==> src/sdmac_fields_pkg.sv <==
package sdmac_fields_pkg;

  // Control register, 9 bits stored
  typedef struct packed {
    logic [3:0] rsvd_hi;  // Bits 8:5, kept for read-back
    logic       preset;   // Bit 4, peripheral reset
    logic       rsvd3;    // Bit 3
    logic       int_ena;  // Bit 2, interrupt enable
    logic       dma_dir;  // Bit 1, DMA direction
    logic       rsvd0;    // Bit 0
  } cntr_t;

  // Interrupt status word as read by the CPU
  typedef struct packed {
    logic [3:0] zero_hi;     // Bits 8:5 read as zero
    logic       dma_ena;     // Bit 4
    logic       int_act;     // Bit 3, pending and enabled
    logic       int_pend;    // Bit 2, latched peripheral interrupt
    logic       fifo_full;   // Bit 1
    logic       fifo_empty;  // Bit 0
  } istr_t;

  // Write word seen as control data
  typedef struct packed {
    logic [22:0] rsvd;  // Ignored
    cntr_t       cntr;  // Low 9 bits
  } cntr_wr_t;

  // Write word seen as ACR load
  typedef struct packed {
    logic [5:0]  rsvd;  // Bits 31:26
    logic        a1;    // Bit 25, A1 address bit
    logic [24:0] addr;  // Start address, FIFO side only
  } acr_wr_t;

  // One APB write word, view picked by the decoded offset
  typedef union packed {
    cntr_wr_t cntr_v;
    acr_wr_t  acr_v;
  } wdata_u;

endpackage

==> src/sdmac_regmap_pkg.sv <==
package sdmac_regmap_pkg;

  // APB bus widths
  localparam int addr_w = 8;   // Byte offset into register window
  localparam int data_w = 32;  // APB data bus

  // Read/write register
  localparam logic [addr_w-1:0] cntr_off    = 8'h0C;  // Control register

  // Read only
  localparam logic [addr_w-1:0] istr_off    = 8'h10;  // Interrupt status

  // Write-only action offsets, data ignored except ACR
  localparam logic [addr_w-1:0] st_dma_off  = 8'h14;  // Start DMA
  localparam logic [addr_w-1:0] flush_off   = 8'h18;  // Flush FIFO
  localparam logic [addr_w-1:0] clr_int_off = 8'h1C;  // Clear interrupt
  localparam logic [addr_w-1:0] sp_dma_off  = 8'h20;  // Stop DMA
  localparam logic [addr_w-1:0] acr_off     = 8'h24;  // Address control, loads byte ptr

endpackage

==> src/sdmac_reg_if.sv <==
`timescale 1ns/1ps

interface sdmac_reg_if;

  // Action strobes, one access cycle wide
  logic cntr_wr;    // Control register load
  logic st_dma;     // Start DMA
  logic sp_dma;     // Stop DMA
  logic clr_int;    // Clear interrupt latch
  logic flush_req;  // Flush FIFO request
  logic acr_wr;     // ACR load

  sdmac_fields_pkg::wdata_u wdata;  // APB write word, both views

  // Register state back to the decoder
  sdmac_fields_pkg::cntr_t cntr_q;
  sdmac_fields_pkg::istr_t istr_q;
  logic                    dma_ena;

  modport ctrl (
    output cntr_wr, st_dma, sp_dma, clr_int, flush_req, acr_wr, wdata,
    input  cntr_q, istr_q
  );
  modport cntr_side (input cntr_wr, st_dma, sp_dma, wdata, output cntr_q, dma_ena);
  modport istr_side (input clr_int, cntr_q, dma_ena, output istr_q);
  modport fifo_side (input flush_req, acr_wr, wdata);

endinterface

==> src/sdmac_apb_decode.sv <==
`timescale 1ns/1ps

module sdmac_apb_decode (
  input  logic                                  CLK,
  input  logic                                  RST_,
  input  logic                                  psel,
  input  logic                                  penable,
  input  logic                                  pwrite,
  input  logic [sdmac_regmap_pkg::addr_w-1:0]   paddr,
  input  logic [sdmac_regmap_pkg::data_w-1:0]   pwdata,
  output logic [sdmac_regmap_pkg::data_w-1:0]   prdata,
  output logic                                  pready,
  output logic                                  pslverr,
  sdmac_reg_if.ctrl                             regs
);

  logic access;   // APB access phase
  logic rd_ok;    // Offset readable
  logic wr_ok;    // Offset writable
  logic err;      // Access to be refused
  logic wr_en;    // Good write in its access cycle
  logic rd_wait;  // FSM: 0 idle, 1 read wait state done

  logic [sdmac_regmap_pkg::data_w-1:0] rd_mux;  // Read-back before register

  assign access = psel & penable;

  // Offset decode
  always_comb begin
    rd_ok = 1'b0;
    wr_ok = 1'b0;
    case (paddr)
      sdmac_regmap_pkg::cntr_off: begin
        rd_ok = 1'b1;
        wr_ok = 1'b1;
      end
      sdmac_regmap_pkg::istr_off: rd_ok = 1'b1;  // Status is read only
      sdmac_regmap_pkg::st_dma_off,
      sdmac_regmap_pkg::flush_off,
      sdmac_regmap_pkg::clr_int_off,
      sdmac_regmap_pkg::sp_dma_off,
      sdmac_regmap_pkg::acr_off: wr_ok = 1'b1;
      default: ;  // Unmapped, both stay low
    endcase
  end

  assign err   = pwrite ? ~wr_ok : ~rd_ok;
  assign wr_en = access & pwrite & ~err;

  // Strobes, taken on the edge ending the access phase
  assign regs.cntr_wr   = wr_en & (paddr == sdmac_regmap_pkg::cntr_off);
  assign regs.st_dma    = wr_en & (paddr == sdmac_regmap_pkg::st_dma_off);
  assign regs.flush_req = wr_en & (paddr == sdmac_regmap_pkg::flush_off);
  assign regs.clr_int   = wr_en & (paddr == sdmac_regmap_pkg::clr_int_off);
  assign regs.sp_dma    = wr_en & (paddr == sdmac_regmap_pkg::sp_dma_off);
  assign regs.acr_wr    = wr_en & (paddr == sdmac_regmap_pkg::acr_off);
  assign regs.wdata     = pwdata;  // Receivers pick the view

  // Zero-extended read mux
  always_comb begin
    rd_mux = '0;
    if (paddr == sdmac_regmap_pkg::cntr_off)
      rd_mux[$bits(sdmac_fields_pkg::cntr_t)-1:0] = regs.cntr_q;
    else if (paddr == sdmac_regmap_pkg::istr_off)
      rd_mux[$bits(sdmac_fields_pkg::istr_t)-1:0] = regs.istr_q;
  end

  // Read wait state and registered read data
  always_ff @(posedge CLK or negedge RST_) begin
    if (!RST_) begin
      rd_wait <= 1'b0;
      prdata  <= '0;
    end else if (rd_wait) begin
      rd_wait <= 1'b0;  // Read completes this edge
    end else if (access && !pwrite) begin
      rd_wait <= 1'b1;
      prdata  <= rd_mux;  // Errored read returns zero
    end
  end

  // Writes finish at once, reads after the wait state
  assign pready  = (access & pwrite) | rd_wait;
  assign pslverr = pready & err;  // Master holds paddr until pready

endmodule

==> src/sdmac_cntr.sv <==
`timescale 1ns/1ps

module sdmac_cntr (
  input  logic          CLK,
  input  logic          RST_,
  sdmac_reg_if.cntr_side regs,
  output logic          dma_dir,
  output logic          preset
);

  // Control register load from the control view of the write word
  always_ff @(posedge CLK or negedge RST_) begin
    if (!RST_)
      regs.cntr_q <= '0;
    else if (regs.cntr_wr)
      regs.cntr_q <= regs.wdata.cntr_v.cntr;  // All 9 bits kept
  end

  // DMA enable flag
  always_ff @(posedge CLK or negedge RST_) begin
    if (!RST_) begin
      regs.dma_ena <= 1'b0;
    end else begin
      if (regs.sp_dma)
        regs.dma_ena <= 1'b0;  // Stop wins
      else if (regs.st_dma)
        regs.dma_ena <= 1'b1;
    end
  end

  // Field outputs
  assign dma_dir = regs.cntr_q.dma_dir;  // Transfer direction
  assign preset  = regs.cntr_q.preset;   // Peripheral reset to SCSI core

endmodule

==> src/sdmac_fifo_ctrl.sv <==
`timescale 1ns/1ps

module sdmac_fifo_ctrl (
  input  logic           CLK,
  input  logic           RST_,
  sdmac_reg_if.fifo_side regs,
  input  logic           stop_flush,
  output logic           flush_fifo,
  output logic           acr_wr,
  output logic           a1
);

  // Flush request, held until the FIFO side acknowledges
  always_ff @(posedge CLK or negedge RST_) begin
    if (!RST_) begin
      flush_fifo <= 1'b1;  // FIFO starts flushed
    end else begin
      if (regs.flush_req)
        flush_fifo <= 1'b1;
      if (stop_flush)
        flush_fifo <= 1'b0;  // Stop wins
    end
  end

  // A1 from the ACR view of the write word
  always_ff @(posedge CLK or negedge RST_) begin
    if (!RST_)
      a1 <= 1'b0;
    else if (regs.acr_wr)
      a1 <= regs.wdata.acr_v.a1;
  end

  assign acr_wr = regs.acr_wr;  // Load pulse to FIFO byte pointer

endmodule

==> src/sdmac_istr.sv <==
`timescale 1ns/1ps

module sdmac_istr (
  input  logic           CLK,
  input  logic           RST_,
  sdmac_reg_if.istr_side regs,
  input  logic           fifo_empty,
  input  logic           fifo_full,
  input  logic           inta_i,
  output logic           irq_n
);

  logic int_pend;  // Latched peripheral interrupt
  logic int_act;   // Pending and enabled

  // Interrupt latch
  always_ff @(posedge CLK or negedge RST_) begin
    if (!RST_) begin
      int_pend <= 1'b0;
    end else begin
      if (inta_i)
        int_pend <= 1'b1;  // Set wins over clear
      else if (regs.clr_int)
        int_pend <= 1'b0;
    end
  end

  assign int_act = int_pend & regs.cntr_q.int_ena;

  // Status word for read-back
  always_comb begin
    regs.istr_q            = '0;  // Upper bits read zero
    regs.istr_q.fifo_empty = fifo_empty;
    regs.istr_q.fifo_full  = fifo_full;
    regs.istr_q.int_pend   = int_pend;
    regs.istr_q.int_act    = int_act;
    regs.istr_q.dma_ena    = regs.dma_ena;  // From control side
  end

  // Active-low interrupt to the CPU
  assign irq_n = ~int_act;

endmodule

==> src/sdmac_regs.sv <==
`timescale 1ns/1ps

module sdmac_regs (
  input  logic                                CLK,
  input  logic                                RST_,
  // APB slave
  input  logic                                psel,
  input  logic                                penable,
  input  logic                                pwrite,
  input  logic [sdmac_regmap_pkg::addr_w-1:0] paddr,
  input  logic [sdmac_regmap_pkg::data_w-1:0] pwdata,
  output logic [sdmac_regmap_pkg::data_w-1:0] prdata,
  output logic                                pready,
  output logic                                pslverr,
  // FIFO and SCSI core side
  input  logic                                fifo_empty,
  input  logic                                fifo_full,
  input  logic                                inta_i,
  input  logic                                stop_flush,
  output logic                                irq_n,
  output logic                                dma_dir,
  output logic                                preset,
  output logic                                dma_ena,
  output logic                                flush_fifo,
  output logic                                acr_wr,
  output logic                                a1
);

  sdmac_reg_if regs_if ();  // Decoder to register modules

  sdmac_apb_decode u_apb_decode (
    .CLK     (CLK),
    .RST_    (RST_),
    .psel    (psel),
    .penable (penable),
    .pwrite  (pwrite),
    .paddr   (paddr),
    .pwdata  (pwdata),
    .prdata  (prdata),
    .pready  (pready),
    .pslverr (pslverr),
    .regs    (regs_if.ctrl)
  );

  sdmac_cntr u_cntr (
    .CLK     (CLK),
    .RST_    (RST_),
    .regs    (regs_if.cntr_side),
    .dma_dir (dma_dir),
    .preset  (preset)
  );

  sdmac_istr u_istr (
    .CLK        (CLK),
    .RST_       (RST_),
    .regs       (regs_if.istr_side),
    .fifo_empty (fifo_empty),
    .fifo_full  (fifo_full),
    .inta_i     (inta_i),
    .irq_n      (irq_n)
  );

  sdmac_fifo_ctrl u_fifo_ctrl (
    .CLK        (CLK),
    .RST_       (RST_),
    .regs       (regs_if.fifo_side),
    .stop_flush (stop_flush),
    .flush_fifo (flush_fifo),
    .acr_wr     (acr_wr),
    .a1         (a1)
  );

  assign dma_ena = regs_if.dma_ena;  // DMA enable flag out to the engine

endmodule

==> config.mk <==
export PLATFORM = sky130hd
export DESIGN_NAME = sdmac_regs
export DESIGN_NICKNAME = d
export VERILOG_FILES = /design/src/sdmac_fields_pkg.sv /design/src/sdmac_regmap_pkg.sv /design/src/sdmac_reg_if.sv /design/src/sdmac_apb_decode.sv /design/src/sdmac_cntr.sv /design/src/sdmac_fifo_ctrl.sv /design/src/sdmac_istr.sv /design/src/sdmac_regs.sv
export SDC_FILE = /design/constraint.sdc
export NUM_CORES = 1
export LEC_CHECK = 0
export BUFFER_PORTS_ARGS = -buffer_cell sky130_fd_sc_hd__clkbuf_2
export CAP_MARGIN = 5
export CORE_MARGIN = 5
export CORE_UTILIZATION = 40
export DETAILED_ROUTE_END_ITERATION = 12
export GPL_TIMING_DRIVEN = 0
export HOLD_SLACK_MARGIN = 0.08
export PLACE_DENSITY = 0.79
export SLEW_MARGIN = 20
export SYNTH_ARGS = -nofsm -noshare
export SYNTH_HDL_FRONTEND = slang
export SYNTH_SLANG_ARGS = --single-unit
==> constraint.sdc <==
create_clock -name CLK -period 1.6 [get_ports CLK]
set_clock_uncertainty 0.05 [all_clocks]
set_input_delay 0.16 -clock CLK [delete_from_list [all_inputs] [get_ports CLK]]
set_output_delay 0.16 -clock CLK [all_outputs]
set_load 0.01 [all_outputs]
==> summary.md <==
| Metric | Value |
|---|---|
| Final setup TNS | 0 ns |
| Initial Util | 0.415 |
| Initial antenna violation count | 0 |
| Post-route DRC | 0 |
| Share of cells above drive strength 1 | 0.467 |
| Die X | 66.3 µm |
| Sink Count | 23 |
| Gr ovfl total | 0 |
| DR WL/cell | 13.1 µm |
| Vias per std cell | between 4 and 5 |
| Ys flop type | dfrtp_1 |
| Top post-synthesis cells by area | dfrtp_1, buf_4, mux2_2, a221o_1, a22o_1 |
| Initial DRC Count | 33 |
| Antenna-violating nets left | 0 |
| CP top delay family | simple AND/OR/NAND/NOR gates |
| Dpl hpwl | 2400 µm |
| Post-synth top area share | 0.435 |
| Status | completed |
| Power per Cell Area | 566 nW/µm² |
| Area of the multi-input gates | 622 µm² |
| Core Region | 3050 µm² |
| Worst-path maximum fanout | 7 |
| Largest net degree at the start of global routing | 24 |
| Type of the worst setup path | input pin to primary output |
| Vias in the first global route | 1,072 |
| Antenna fix cells | 0 |
| Worst-path clk slew | 0.12 ns |
| Row count | 20 |
| WP data required | between 1 and 1.5 ns |
| Total CTS buffers | 3 |
| Fin util | 0.616 |
| Synthesized cell area | 1270 µm² |
| Boundary pin count | 90 |
| Overall Global Routing Usage | 0.146 |
| Critical register-to-register path startpoint | u_apb_decode.rd_wait$_DFF_PN0_ |
| Synth-to-layout area growth | 48.6% |
| Pins over their slew limit | 0 |
| Placer Congestion | 0.781 |
| Register area | 577 µm² |
| Cells after Synth | ~110 |
| Syn. warnings | 0 |
| Drt total wl | 3160 µm |
| Combinational power share | 0.202 |
| Final setup vio count | 0 |
| Fin nets | 247 |
| Synth area leader | dfrtp_1 |
| Yosys cell types | 38 |
| Hold WC Path Type | input pin to flop |
| Max_slew headroom | 0.625 |
| Post-synth top cells | buf_4, dfrtp_1, mux2_2, and2_0 |
| Synth async-reset ratio | 1.00 |
| Die H | 66.3 µm |
| Crit path DAT | 1.36 ns |
| # H-tree levels | 1 |
| CTS root buffer | clkbuf_4 |
| Synth Register Bits | 23 |
| Seq/Total Area, Yosys | 0.456 |
| Maximum VDD drop | ~0.00042 V |
| EDFF count, synth | 0 |
| Via count | 1,094 |
| Fmax | 638 MHz |
| Crit share post-route | 0.980 |
| Sequential share of power | 0.553 |
| Worst-Margin Slew | 0.563 ns |
| Critical Path End Type | primary output |
| Top-count cell post-synth | buf_4 |
| Fin crit period | about 1.6 ns |
| Max incr delay on CP | 0.54 ns |
| Int Pwr | 0.000798 W |
| Crit path max-delay cell type | or4_4 |
| First-pass DRT Iterations | 4 |
| First-pass GRT wire length | 4960 µm |
| Number of port buffers | 43 |
| Leak Pwr | 1.04 nW |
| Worst setup startpoint | paddr[1] |
| CTS tree | built |
| Worst-path cell chain | clkbuf_2, or4_4, buf_6, o21ai_1, a22oi_1, buf_2 |
| Layout fillers | 275 |
| Clock power share | 0.245 |
| Worst skew pair latency | 0.30 ns |
| # Max-Cap Violations | 0 |
| Clock buffer depth | 2 |
| CP startpoint kind | input pin |
| Sw frac | 0.252 |
| RSZ-0062 raised after global routing | yes |
| Worst path bufs/invs | 3 |
| Switching power of the nets | 0.000268 W |
| Mean Syn Cell Area | ~11 µm² |
| Hold_sp | paddr[6] |
| Fin. Hold Viols | 0 |
| Die area | 4390 µm² |
[final timing paths]
kind | slack, ns | end | depth (start not counted)
setup / recovery | 0.03 | pslverr | 6
hold / removal | 0.13 | u_fifo_ctrl.flush_fifo$_DFFE_PN1P_ | 4
setup reg to reg | 0.09 | u_apb_decode.prdata[2]$_DFFE_PN0P_ | 4
hold reg to reg | 0.45 | u_apb_decode.prdata[3]$_DFFE_PN0P_ | 1
max in group asynchronous | 0.82 | u_cntr.regs.cntr_q[2]$_DFFE_PN0P_ | 2
min in group asynchronous | 0.31 | u_cntr.regs.cntr_q[7]$_DFFE_PN0P_ | 2
[power by group through the flow]
stage | combinational (W) | sequential, W | clock (W)
finish | 0.000215 | 0.000590 | 0.000261
global route | 0.000235 | 0.000591 | 0.000300
CTS | 0.000208 | 0.000590 | 0.000269
detailed placement | 0.000173 | 0.000601 | 0
global placement | 0.000166 | 0.000600 | 0
floorplan | 0.000108 | 0.000601 | 0
[metal layers]
metal | part of all wire | track usage | vias to the layer above
li1 | - | - | 538
met4 | 0 | 0.0152 | 0
met2 | 0.50 | 0.273 | 45
met1 | 0.42 | 0.178 | 511
met5 | 0 | 0 | -
met3 | 0.079 | 0.0238 | 0
[stage by stage]
| stage | power [W] | hold slack (ns) | std cells | setup slack [ns] | area, µm² |
|---|---|---|---|---|---|
| 2_1_floorplan | 0.000708 | -0.186 | 134 | -0.0764 | 1370 |
| 4_1_cts | 0.00107 | 0.134 | 241 | 0.0170 | 1870 |
| 5_1_grt | 0.00113 | 0.141 | 241 | -0.00897 | 1880 |
| 3_3_place_gp | 0.000767 | 0.109 | 221 | -0.326 | 1640 |
| 3_5_place_dp | 0.000773 | 0.124 | 221 | -0.372 | 1640 |
| 6_report | 0.00107 | 0.133 | 241 | 0.0318 | 1880 |
[area by class of cell]
type,instances,share of cell area
Inverter,3,0.00598
Multi-Input combinational cell,82,0.330
Tap cell,44,0.0293
Buffer,26,0.109
Sequential cell,23,0.307
Timing Repair Buffer,59,0.205
Clock buffer,4,0.0140
[sequential cells by signal, indices dropped and copies added (netlist names)]
| signal | cells |
|---|---|
| u_cntr.preset | 1 |
| u_apb_decode.prdata | 9 |
| u_apb_decode.rd_wait | 1 |
| u_cntr.dma_dir | 1 |
| u_fifo_ctrl.flush_fifo | 1 |
| u_cntr.regs.cntr_q | 7 |
| u_cntr.regs.dma_ena | 1 |
| u_istr.int_pend | 1 |
| u_fifo_ctrl.a1 | 1 |
[cells by family after synthesis]
| group | share of synthesized area |
|---|---|
| other | 0.00296 |
| buffers and inverters | 0.157 |
| muxes | 0.0968 |
| AOI/OAI and AO/OA | 0.113 |
| and+or+nand+nor | 0.175 |
| DFF | 0.456 |
[cells in the final DEF, fill, tap and decap left out, types with 2 or more instances in the layout]
cell type / instances
nand2b_1: 3
and2_0: 5
clkbuf_2: 42
nand2_1: 3
dfrtp_1: 22
conb_1: 23
inv_1: 3
mux2_2: 9
clkbuf_4: 3
nor2_1: 2
a221o_1: 4
nor3_4: 2
nor4_1: 2
buf_4: 24
a22o_1: 4
dlygate4sd3_1: 15
[timing repair]
item,in CTS,in global routing
resized for setup,8,5
setup endpoints to repair,18,6
hold endpoints to repair,36,0
pin swaps,1,0
hold buffers,15,0
setup buffers,1,0
[tightest hold or removal path, stage by stage]
cell      delay [ns]
clkbuf_2        0.11
nor4_2          0.06
a31oi_1         0.12
nor2_1          0.05
Power figures use the tool's default switching activity.
